**config.mk**
```make
export PLATFORM = sky130hd
export DESIGN_NAME = layer4_activation
export DESIGN_NICKNAME = d
export VERILOG_FILES = /design/src/cnn_pkg.sv /design/src/layer4_activation.sv
export VERILOG_INCLUDE_DIRS = /design/src
export SDC_FILE = /design/constraint.sdc
export NUM_CORES = 1
export LEC_CHECK = 0
export ABC_AREA = 1
export BUFFER_PORTS_ARGS = -buffer_cell sky130_fd_sc_hd__buf_4
export CORE_AREA = 2 2 125 127
export DETAILED_ROUTE_END_ITERATION = 8
export DIE_AREA = 0 0 127 129
export PLACE_DENSITY = 0.72
export SKIP_LAST_GASP = 1
export SYNTH_ARGS = -nofsm -noshare
export SYNTH_HDL_FRONTEND = slang
export SYNTH_SLANG_ARGS = --single-unit
```
**constraint.sdc**
```tcl
create_clock -name clk -period 2.4 [get_ports clk]
set_clock_uncertainty 0.2 [all_clocks]
set_input_delay 0.36 -clock clk [delete_from_list [all_inputs] [get_ports clk]]
set_output_delay 0.36 -clock clk [all_outputs]
set_load 0.05 [all_outputs]
```
**src/def.svh**
```systemverilog
`ifndef DEF_SVH
`define DEF_SVH

// side of the square feature map that layer 5 reads back
`define LAYER5_WIDTH 12
// one stored result word carries every channel of one position
`define LAYER4_OUTPUT_LENGTH 128
// channel count and raw accumulator width coming out of the conv engine
`define LAYER4_CHANNELS 8
`define LAYER4_ACC_WIDTH 24

`endif

```
**src/cnn_pkg.sv**
```systemverilog
package cnn_pkg;

	`include "def.svh"

	// geometry of the layer 4 output map
	localparam int MAP_WIDTH = `LAYER5_WIDTH;
	localparam int MAP_SIZE = MAP_WIDTH * MAP_WIDTH;
	// row and col each fit in this many bits
	localparam int COORD_BITS = $clog2(MAP_WIDTH);
	// linear sram address width for the whole map
	localparam int ADDR_BITS = $clog2(MAP_SIZE);

	localparam int CHANNELS = `LAYER4_CHANNELS;
	localparam int ACC_BITS = `LAYER4_ACC_WIDTH;
	localparam int WORD_BITS = `LAYER4_OUTPUT_LENGTH;
	// each channel owns an equal slice of the result word
	localparam int FEAT_BITS = WORD_BITS / CHANNELS;

	typedef logic signed [ACC_BITS-1:0] acc_t;
	typedef logic [FEAT_BITS-1:0] feat_t;

	// all channel accumulators of one map position, channel 0 in the low bits
	typedef struct packed {
		acc_t [CHANNELS-1:0] ch;
	} acc_vec_t;

	// quantized features of one position, exactly one sram word
	typedef struct packed {
		feat_t [CHANNELS-1:0] ch;
	} feat_vec_t;

	// map coordinate as the later layer addresses it
	typedef struct packed {
		logic [COORD_BITS-1:0] row;
		logic [COORD_BITS-1:0] col;
	} map_addr_t;

endpackage

```
**src/layer4_activation.sv**
```systemverilog
`timescale 1ns/1ps

module layer4_activation #(
	// quantization shift with a legal range of 0 to 8
	parameter int SHIFT = 6
) (
	input logic clk,
	input logic reset,
	input logic acc_valid,
	input cnn_pkg::acc_vec_t acc_in,
	output logic feat_valid,
	output cnn_pkg::feat_vec_t feat
);

	// features for the position on the input this cycle
	cnn_pkg::feat_vec_t feat_next;

	// per channel relu, then the right shift, then the unsigned clamp
	// the sign bit alone decides relu so the shift only ever sees positive values
	always_comb
	begin
		logic [cnn_pkg::ACC_BITS-1:0] shifted;
		feat_next = '0;
		shifted = '0;
		for (int i = 0; i < cnn_pkg::CHANNELS; i++)
		begin
			shifted = acc_in.ch[i] >> SHIFT;
			if (acc_in.ch[i][cnn_pkg::ACC_BITS-1])
			begin
				feat_next.ch[i] = '0;
			end
			else if (|shifted[cnn_pkg::ACC_BITS-1:cnn_pkg::FEAT_BITS])
			begin
				// anything above 16 bits saturates to 65535
				feat_next.ch[i] = '1;
			end
			else
			begin
				feat_next.ch[i] = shifted[cnn_pkg::FEAT_BITS-1:0];
			end
		end
	end

	// the strobe follows acc_valid by one cycle and drops on reset
	always_ff @(posedge clk)
	begin
		if (reset)
		begin
			feat_valid <= 1'b0;
		end
		else
		begin
			feat_valid <= acc_valid;
		end
	end

	// the data register only loads on a valid position
	// so back-to-back strobes each see their own result
	always_ff @(posedge clk)
	begin
		if (acc_valid)
		begin
			feat <= feat_next;
		end
	end

endmodule

```
* After elaboration in Yosys (flattened, before gate mapping)
Index checks and enable logic that the tools add are counted.
** Storage, ports and cells
- Register bits :: 129
- Input port bits :: 195
- Output and inout port bits :: 129
** Cells by class
- Multiplexer cells :: 8
- Reduce and logical (&&, ||, !) cells :: 8
** Operators by type and width (number)
- 2-to-1 mux 16 bit :: 8
- OR reduction 2 bit :: 8

* Depth between registers and ports, before layout
- Word-level depth :: 2
- Depth in mapped cells :: 4
- Mapped depth without buffers :: 2

* Worst setup path before layout
Ideal clock, no wire load.
- Path kind :: input port to flip-flop
- Start :: input acc_in[190] (netlist name)
- End :: register feat[117] (netlist name), data pin
- Arrival :: 0.739 ns
- Data required time :: 1.947 ns
- Path slack :: 1.208 ns
- Cell stages on the path :: 4
- Path buffers :: 2
- Path through :: buf_6 buf_12 nor2_2 nor2_2
** Between the ends
- Cells in the longest elaborated chain, start to end :: 2
** RTL lines
- from (decl) :: line layer4_activation.sv:10 : input cnn_pkg::acc_vec_t acc_in,
- OR reduction 2 bit :: line layer4_activation.sv:32 : else if (|shifted[cnn_pkg::ACC_BITS-1:cnn_pkg::FEAT_BITS])
- 2-to-1 mux 16 bit :: line layer4_activation.sv:32
- to (signal assigned) :: line layer4_activation.sv:63 : feat <= feat_next;
- to (decl) :: line layer4_activation.sv:12 : output cnn_pkg::feat_vec_t feat
No other way between the ends.
A chain may end at the register's enable or synchronous reset.

* Worst setup path after layout
- Start :: register feat[8] (netlist name)
- End :: output feat[8] (netlist name)
No word-level cell between the ends.

==> flow_summary_export.csv <==
group,metric,value,unit
route,firstDrtPassIters,4,
worst_setup_path,crit_slowest_cell,"edfxtp_1",
sta,final.period_utilization,64.87,%
route,drc,0,
yosys,ys_seq_elements,129,
clocking,cts_buffer_depth,2,
cells_and_area,final_common_cell,"buf_4",
clocking,cts_tree,"done",
cells_and_area,multi_input_area,1022,µm²
cells_and_area,areaGrowthSynthToFinish,48.54,%
grt,track_usage,15.21,%
clocking,post_cts_resized,0,
placed_design,place.gp.congestion,0.8078,
worst_setup_path,crit_fanout,1,
floorplan,io_pins,324,
power,swShare,28.68,%
sta,maxSlewViolCount,0,
power,power.switching,0.001868,W
yosys,syn_area,5233,µm²
power,p_per_area,837.9,nW/µm²
grt,antenna_found_initial,0,
yosys,yosysUniqueCellTypes,9,
worst_setup_path,crit_arrival,1.00,ns
sta,layout_min_cycle_time,1.557,ns
worst_hold_path,hp-class,"input port to flop",
sta,finalSetupViolations,0,
yosys,mappedNetlistNets,614,
route,viasPerCell,4.420,
sta,tightestPinTransition,0.3792,ns
outcome,outcome,"finished clean",
sta,fmax,0.6423,GHz
worst_setup_path,crit_buf_inv,1,
cells_and_area,utilization,51.90,%
floorplan,die-area,16380,µm²
yosys,ys_seq_area_share,73.84,%
worst_setup_path,critPathTopFamily,"flip-flops",
yosys,synth_top_area_cell,"edfxtp_1",
power,pwr-share-comb,21.4,%
worst_setup_path,max_stage_delay,0.39,ns
cells_and_area,final_layout_size_suffix_gt1_share,46.62,%
run,cap_violations,0,
worst_hold_path,holdPathEnd,"feat[126]$_SDFFCE_PP0P_",
worst_setup_path,worstSetupStartpointType,"flop",
route,drt_wl_total,12690,µm
route,dr.first_iter.drc_count,226,
floorplan,die_h,129,µm
yosys,yosysWarnings,0,
clocking,clock_sinks,129,
worst_setup_path,crit_chain,"buf_4",
sta,rsz0062_at_grt,"false",
power,clkPwrFrac,36.3,%
route,ant_nets,0,
yosys,synth_top_area_share,73.46,%
floorplan,rows,45,
placed_design,io_buffer_count,275,
worst_setup_path,crit_type,"flop to primary output",
sta,max-slew-margin-rel,74.72,%
cells_and_area,ff_latch_area,3864,µm²
cells_and_area,n_antenna_cell,0,
worst_hold_path,worstHoldStart,"acc_in[188]",
worst_setup_path,end_kind,"primary output",
yosys,syn_inst,419,
placed_design,dp.final_hpwl,9488,µm
grt,overflow,0,
floorplan,die_x,127,µm
cells_and_area,nets,879,
worst_setup_path,cp.required,1.84,ns
grt,grt_pass1_wl,19240,µm
cells_and_area,final_cell_mix,"275 x buf_4, 234 x nor2_1, 128 x edfxtp_1, 23 x nor2_2, 17 x clkbuf_16",
route,wire_per_inst,14.38,µm
grt,grt_pass1_vias,3957,
clocking,root_buffer,"clkbuf_16",
floorplan,initial_utilization,34.94,%
power,ir_drop,0.4253,mV
floorplan,design.core.area,14980,µm²
power,internal_power,0.004645,W
sta,fin_setup_tns,0,ns
clocking,cts_buffers,17,
cells_and_area,fillCellCount,1319,
sta,finalHoldViolations,0,
yosys,synthTopCellsByArea,"edfxtp_1 73%, nor2_1 17%, buf_6 4.7%",
clocking,cts_max_level,4,
clocking,clk_pin_slew,0.06,ns
yosys,avgSynthCellArea,12.49,µm²
grt,grt_start_max_net_pins,70,
power,power_frac_seq,42.3,%
power,leakage,3.352,nW
worst_hold_path,whs_path_depth,3,
route,via_count,3903,
## power groups by stage
stage / logic [W] / registers, W / clock network (W)
global placement: 0.00139 / 0.00279 / 0
CTS: 0.00140 / 0.00276 / 0.00243
finish: 0.00139 / 0.00276 / 0.00236
global route: 0.00146 / 0.00277 / 0.00253
detailed placement: 0.00140 / 0.00280 / 0
floorplan: 0.000205 / 0.00347 / 0
## per-layer routing
layer / global-route usage [%] / share of wire (%) / vias up / wire length, µm
li1: - / - / 1895 / -
met1: 16.76 / 38 / 1803 / 4885
met2: 26.15 / 50 / 188 / 6367
met3: 5.863 / 9.4 / 17 / 1188
met4: 7.046 / 2.0 / 0 / 252
met5: 0 / 0 / - / 0
## sequential cells by signal, indices dropped and copies added (netlist names)
register and cells:
feat 128, feat_valid 1
## synth_stat cells
| cell | n |
|---|---|
| buf_4 | 6 |
| buf_12 | 2 |
| inv_1 | 1 |
| dfxtp_1 | 1 |
| clkbuf_2 | 2 |
| nor2_2 | 23 |
| buf_6 | 22 |
| edfxtp_1 | 128 |
| nor2_1 | 234 |
## metrics by stage
| stage | cells | cell area, µm² | worst slack [ns] | hold slack [ns] | power, W |
|---|---|---|---|---|---|
| after CTS | 883 | 7772 | 0.8011 | 0.006339 | 0.006594 |
| after floorplan | 419 | 5233 | 1.208 | 0.2312 | 0.003678 |
| after detailed placement | 852 | 7229 | 1.016 | 0.3233 | 0.004206 |
| after global routing | 883 | 7772 | 0.7938 | 0.02391 | 0.006763 |
| after global placement | 852 | 7229 | 1.044 | 0.3197 | 0.004180 |
| final | 883 | 7772 | 0.8431 | 0.03413 | 0.006513 |
## cell families after synthesis
family	after synthesis	share of synthesized area, %
buffers and inverters	33	6.624
AND/OR/NAND/NOR	257	19.54
flip-flops	129	73.84
## how the worst max path moves through the flow
stage / endpoint / startpoint / slack [ns] / cells past startpoint
floorplan: feat[117]$_SDFFCE_PP0P_ / acc_in[190] / 1.21 / 4
global route: feat[8] / feat[8]$_SDFFCE_PP0P_ / 0.79 / 1
global placement: feat[14]$_SDFFCE_PP0P_ / acc_valid / 1.04 / 2
detailed placement: feat[10]$_SDFFCE_PP0P_ / acc_valid / 1.02 / 2
finish: feat[8] / feat[8]$_SDFFCE_PP0P_ / 0.84 / 1
CTS: feat[8] / feat[8]$_SDFFCE_PP0P_ / 0.80 / 1
## layout make-up
| class | count | area share [%] |
|---|---|---|
| Clock buffer | 21 | 5.666 |
| Clock inverter | 9 | 1.191 |
| Inverter | 1 | 0.04829 |
| Multi-Input combinational cell | 257 | 13.15 |
| Sequential cell | 129 | 49.71 |
| Tap cell | 188 | 3.026 |
| Timing Repair Buffer | 278 | 27.21 |
## timing repair
action / CTS / global route
endpoints found under the setup margin: 0 / 0
hold endpoints to repair: 1 / 0
buffers inserted: 0 / 0
hold buffers: 1 / 0
Power figures use the tool's default switching activity.
