### src/def.svh
`ifndef DEF_SVH
`define DEF_SVH

// side of the square feature map that layer 5 reads back
`define LAYER5_WIDTH 12
// one stored result word carries every channel of one position
`define LAYER4_OUTPUT_LENGTH 128
// channel count and raw accumulator width coming out of the conv engine
`define LAYER4_CHANNELS 8
`define LAYER4_ACC_WIDTH 24

`endif

### src/cnn_pkg.sv
package cnn_pkg;

	`include "def.svh"

	// geometry of the layer 4 output map
	localparam int MAP_WIDTH = `LAYER5_WIDTH;
	localparam int MAP_SIZE = MAP_WIDTH * MAP_WIDTH;
	// row and col each fit in this many bits
	localparam int COORD_BITS = $clog2(MAP_WIDTH);
	// linear sram address width for the whole map
	localparam int ADDR_BITS = $clog2(MAP_SIZE);

	localparam int CHANNELS = `LAYER4_CHANNELS;
	localparam int ACC_BITS = `LAYER4_ACC_WIDTH;
	localparam int WORD_BITS = `LAYER4_OUTPUT_LENGTH;
	// each channel owns an equal slice of the result word
	localparam int FEAT_BITS = WORD_BITS / CHANNELS;

	typedef logic signed [ACC_BITS-1:0] acc_t;
	typedef logic [FEAT_BITS-1:0] feat_t;

	// all channel accumulators of one map position, channel 0 in the low bits
	typedef struct packed {
		acc_t [CHANNELS-1:0] ch;
	} acc_vec_t;

	// quantized features of one position, exactly one sram word
	typedef struct packed {
		feat_t [CHANNELS-1:0] ch;
	} feat_vec_t;

	// map coordinate as the later layer addresses it
	typedef struct packed {
		logic [COORD_BITS-1:0] row;
		logic [COORD_BITS-1:0] col;
	} map_addr_t;

endpackage

### src/layer4_ctrl.sv
`timescale 1ns/1ps

module layer4_ctrl (
	input logic clk,
	input logic reset,
	input logic frame_start,
	input logic feat_valid,
	input logic rd_en,
	input cnn_pkg::map_addr_t rd_addr,
	output logic save_enable,
	output cnn_pkg::map_addr_t save_addr,
	output logic read_signal,
	output cnn_pkg::map_addr_t read_addr,
	output logic rd_valid,
	output logic frame_done,
	output logic busy
);

	// the written count has to reach the full map size and not just the last address
	localparam int COUNT_BITS = $clog2(cnn_pkg::MAP_SIZE + 1);

	// raster position of the next feature vector to store
	cnn_pkg::map_addr_t pos;
	// feature vectors stored in the open frame
	logic [COUNT_BITS-1:0] written;
	// the write taken this cycle completes the frame
	logic last_write;

	// a feature is stored only while a frame is open
	// strobes before frame_start or after the last position fall away here
	assign save_enable = feat_valid & busy;
	assign save_addr = pos;
	assign last_write = save_enable && (int'(written) == cnn_pkg::MAP_SIZE - 1);

	// reads go straight to the memory, which has its own output register
	assign read_signal = rd_en;
	assign read_addr = rd_addr;

	// raster counter walks col first and then row
	// after the final position it rests at row 12 col 0 until the next frame
	always_ff @(posedge clk)
	begin
		if (reset || frame_start)
		begin
			pos <= '0;
		end
		else if (save_enable)
		begin
			if (int'(pos.col) == cnn_pkg::MAP_WIDTH - 1)
			begin
				pos.col <= '0;
				pos.row <= pos.row + 1'b1;
			end
			else
			begin
				pos.col <= pos.col + 1'b1;
			end
		end
	end

	// the count of stored positions restarts with every frame
	always_ff @(posedge clk)
	begin
		if (reset || frame_start)
		begin
			written <= '0;
		end
		else if (save_enable)
		begin
			written <= written + 1'b1;
		end
	end

	// busy opens the frame on frame_start and closes it with the last write
	// frame_done is the registered last write so it is exactly one cycle wide
	always_ff @(posedge clk)
	begin
		if (reset)
		begin
			busy <= 1'b0;
			frame_done <= 1'b0;
		end
		else
		begin
			frame_done <= last_write;
			if (frame_start)
			begin
				busy <= 1'b1;
			end
			else if (last_write)
			begin
				busy <= 1'b0;
			end
		end
	end

	// rd_valid lines up with the registered sram output
	always_ff @(posedge clk)
	begin
		if (reset)
		begin
			rd_valid <= 1'b0;
		end
		else
		begin
			rd_valid <= rd_en;
		end
	end

endmodule

### config.mk
export PLATFORM = sky130hd
export DESIGN_NAME = layer4_ctrl
export DESIGN_NICKNAME = d
export VERILOG_FILES = /design/src/cnn_pkg.sv /design/src/layer4_ctrl.sv
export VERILOG_INCLUDE_DIRS = /design/src
export SDC_FILE = /design/constraint.sdc
export NUM_CORES = 1
export LEC_CHECK = 0
export ABC_AREA = 1
export BUFFER_PORTS_ARGS = -buffer_cell sky130_fd_sc_hd__buf_2
export CAP_MARGIN = 20
export CORE_MARGIN = 4
export CORE_UTILIZATION = 45
export DETAILED_ROUTE_END_ITERATION = 8
export PLACE_DENSITY = 0.82
export SLEW_MARGIN = 15
export SYNTH_ARGS = -nofsm -noshare
export SYNTH_HDL_FRONTEND = slang
export SYNTH_SLANG_ARGS = --single-unit
### constraint.sdc
create_clock -name clk -period 2.6 [get_ports clk]
set_clock_uncertainty 0.2 [all_clocks]
set_input_delay 0.13 -clock clk [delete_from_list [all_inputs] [get_ports clk]]
set_output_delay 0.13 -clock clk [all_outputs]
set_load 0.02 [all_outputs]
### Yosys cells after proc, flatten, opt, wreduce, memory -nomap -nowiden

Cells that the tools add are included.

| storage, ports and cells | value |
|---|---|
| bits of input ports | 13 |
| logic and storage cells | 19 |
| flip-flop bits (word level) | 19 |

| operators by class | value |
|---|---|
| bitwise gates (word level) | 1 |
| $add $sub $neg | 3 |
| muxes and demuxes | 3 |
| reductions and logical operators | 4 |
| eq/ne operators | 2 |

Operators by type and width:

| operator | number |
|---|---|
| $add A4 B1 Y4 const B | 2 |
| $add A8 B1 Y8 const B | 1 |
| $eq A8 B8 Y1 const B | 1 |
| $eq A4 B4 Y1 const B | 1 |
| $mux W4 | 1 |
| $mux W1 | 2 |
| $reduce_and A2 Y1 | 1 |
| $reduce_bool A2 Y1 | 1 |
| $and A1 B1 Y1 | 1 |
| $logic_and A1 B1 Y1 | 1 |
| $logic_or A1 B1 Y1 | 1 |

### Depth between registers and ports, before layout

| logic depth | value |
|---|---|
| word-level depth | 4 |
| gate-level depth with buffers | 7 |
| gate-level depth less buffers | 7 |

### Worst setup path before layout

OpenSTA, ideal clock, no wires.

| timing path | value |
|---|---|
| kind | reg2reg |
| start point | register pos (netlist bit save_addr[0]) |
| end point | register pos (netlist bit save_addr[5]) |
| arrival | 1.164 ns |
| path buffers | 0 |
| clock period less this slack | 1.479 ns |
| data required time | 2.284 ns |
| setup slack | 1.121 ns |
| cell stages (with the launch flop) | 7 |
| cell sequence | dfxtp_1 -> ha_1 -> nand3_1 -> nor2_4 -> inv_2 -> nor2_1 -> nor2_1 |

| on the way | value |
|---|---|
| cells in the longest elaborated chain, start to end | 2 |

RTL lines:

| element | RTL line | RTL |
|---|---|---|
| from (decl) | layer4_ctrl.sv:23 | `cnn_pkg::map_addr_t pos;` |
| $eq A4 B4 Y1 | layer4_ctrl.sv:49 | `if (int'(pos.col) == cnn_pkg::MAP_WIDTH - 1)` |
| $reduce_and A2 Y1 (no source line) | - |  |

No other way between the ends.
A chain may end at the register's enable or synchronous reset.

### Worst setup path in the final report

| timing path | value |
|---|---|
| start point | input port frame_start |
| end point | register written[4] |

| on the way | value |
|---|---|
| cells in the longest elaborated chain, start to end | 1 |

RTL lines:

| element | RTL line | RTL |
|---|---|---|
| from (decl) | layer4_ctrl.sv:6 | `input logic frame_start,` |
| $logic_or A1 B1 Y1 | layer4_ctrl.sv:64 | `if (reset \|\| frame_start)` |
| to (signal assigned) | layer4_ctrl.sv:70 | `written <= written + 1'b1;` |
| to (decl) | layer4_ctrl.sv:25 | `logic [COUNT_BITS-1:0] written;` |

No other way between the ends.

==> flow_summary.ini <==
[timing]
fmax_mhz = 576
slew-limit-headroom = 0.465
fin_tns_setup_ns = 0
rsz0062_at_grt = no
finalCritPeriodShare = 0.668
whs_ns = 0.0600
worstMarginPinSlew_ns = 0.800
min_period_ns = 1.74
slew_violations = 0
setup_viol = 0
hold_viol = 0
fin_ws_ns = 0.862

[critical_path]
arrival_ns = 1.78
worst-path-buf-inv = 3
crit_fanout = 13
critPathTopFamily = buffers and inverters
end_kind = flop
critPathRequiredTime_ns = 2.64
start_kind = input port
critPathMaxStageDelay_ns = 0.62
path_class = in -> reg
cp_cell_sequence = dlygate4sd3_1 > buf_2 > nor2_1 > inv_1 > nor3_1
cpMaxStageDelayCell = nor2_1

[layout]
layoutNonFillerInstCount = 170
n_antenna_cell = 0
finish.instance_area_um2 = 1040
final_util = 0.531
fin_nets = 160
layout-drive-gt1-share = 0.210
fillers = 211
syn_to_final_growth_pct = 12.3

[grt]
grt_max_degree = 14
overflow = 0
grt_use_total = 0.154
antenna_found_initial = 0
first_global_vias = 768
grt_pass1_wl_mm = 3.04

[placed_design]
globalplace.congestion = 0.682
hpwl_mm = 1.37
dpl.cell_count = 162
place_area_um2 = 975
pre_cts_slack_ns = 1.06
port_buffers = 17

[cts]
clkTransAtPathRegs_ns = 0.11
clkLatencyLatePin_ns = 0.30
clock_sinks = 19
cts_resized = 0
cts_root_buf = clkbuf_4
cts_buffers = 3
post_cts_buffers = 0
cts_tree = yes
cts_max_path_buffers = 2
h-tree-depth = 1
cts_hold_buf = 4

[floorplanning]
core-area_um2 = 1960
die_area_um2 = 2850
io_pins = 34
die-height_um = 53.4
start_util = 0.473
fp-row-count = 16
die_x_um = 53.4

[route]
wire_per_inst_um = 10.4
vias_per_cell = 4.79
finalWirelength_mm = 1.77
drt_iter0_markers = 8
vias = 815
first_pass_iters = 4
drtAntennaViolNets = 0
drc = 0

[synth]
avgSynthCellArea_um2 = 7.25
ys_seq_elements = 19
syn_inst = 128
synth_seq_area_share = 0.410
yosysWarnings = 0
synth_area_um2 = 928
synthesis.nets = 144
synth_cell_types = 20

[outcome]
status = finished clean

[pwr]
power_mw = 0.484
vdd_drop_max_mv = 0.349
power.density_nw_per_um2 = 465
p_leak_nw = 0.473

[worst_hold_path]
hold_path_class = in -> out

[job]
drv_cap = 0
==> layout by cell type, fill, tap and decap left out <==
cell and n:
clkinv_2 2, nor2_1 25, inv_2 1, xor2_1 3, dlygate4sd3_1 4, o21ai_0 4, nor3_1 2, nand2_1 27
nand3_2 2, a21oi_1 6, clkbuf_4 3, ha_1 3, nor2_4 2, dfxtp_1 19, inv_1 13, nand2_2 2
nand4_1 1, buf_2 17, nor2_2 1, a31oi_1 1, nand3_1 5
==> cell type report <==
class / instances / area (um2) / share of cell area
tap: 27 / 33.8 / 0.0324
clock buffer: 3 / 22.5 / 0.0216
multi-input combinational: 84 / 418 / 0.401
sequential: 19 / 380 / 0.365
clock inverter: 1 / 5.00 / 0.00480
timing repair buffer: 21 / 125 / 0.120
inverter: 15 / 57.6 / 0.0552
==> registers in the layout, indices dropped and copies added, names as in the netlist <==
register	count
busy	1
frame_done	1
rd_valid	1
save_addr	8
written	8
==> metal layers <==
| metal | track usage | wire [um] | up-vias |
|---|---|---|---|
| li1 | - | - | 419 |
| met1 | 0.148 | 701 | 368 |
| met2 | 0.269 | 890 | 24 |
| met3 | 0.0563 | 123 | 4 |
| met4 | 0.102 | 50 | 0 |
| met5 | 0 | 0 | - |
==> synthesized netlist by cell type (all sizes together) <==
cell / instances / area (um2)
ha: 3 / 37.5
a21oi: 6 / 30.0
nor2: 28 / 123
clkinv: 1 / 5.00
a31oi: 1 / 6.26
nand3: 7 / 45.0
xor2: 3 / 26.3
buf: 10 / 72.6
o21ai: 4 / 20.0
dfxtp: 19 / 380
nor3: 2 / 10.0
inv: 14 / 52.6
nand4: 1 / 6.26
nand2: 29 / 114
==> path summary, 6_finish.rpt <==
kind | slack [ns] | cells past startpoint | startpoint | endpoint
max | 0.86 | 5 | frame_start | written[4]$_SDFFE_PP0P_
min reg2reg | 0.31 | 2 | written[2]$_SDFFE_PP0P_ | written[2]$_SDFFE_PP0P_
max reg2reg | 1.14 | 6 | save_addr[0]$_SDFFE_PP0P_ | save_addr[5]$_SDFFE_PP0P_
min | 0.06 | 0 | rd_addr[2] | read_addr[2]
==> kinds of logic after synthesis <==
group	count (synthesis)	synth area share
adder cells (fa/ha/maj)	3	0.0404
flip-flops	19	0.410
buffers and inverters	25	0.140
XOR/XNOR	3	0.0283
AND/OR/NAND/NOR	67	0.321
AO/OA/AOI/OAI	11	0.0607
==> report_power, final <==
| group | switching [mW] | internal [mW] | leakage (nW) |
|---|---|---|---|
| combinational | 0.0224 | 0.0148 | 0.302 |
| sequential | 0.00392 | 0.295 | 0.154 |
| clock | 0.0910 | 0.0574 | 0.0177 |
==> worst register-to-register path: cells and delay by family (launching register included) <==
kind / cells / cell delay [ns]
simple gates: 4 / 0.44
flops: 1 / 0.44
fa+ha+maj: 1 / 0.22
buf+inv: 1 / 0.08
No activity file was read; power rests on OpenSTA's default activity.
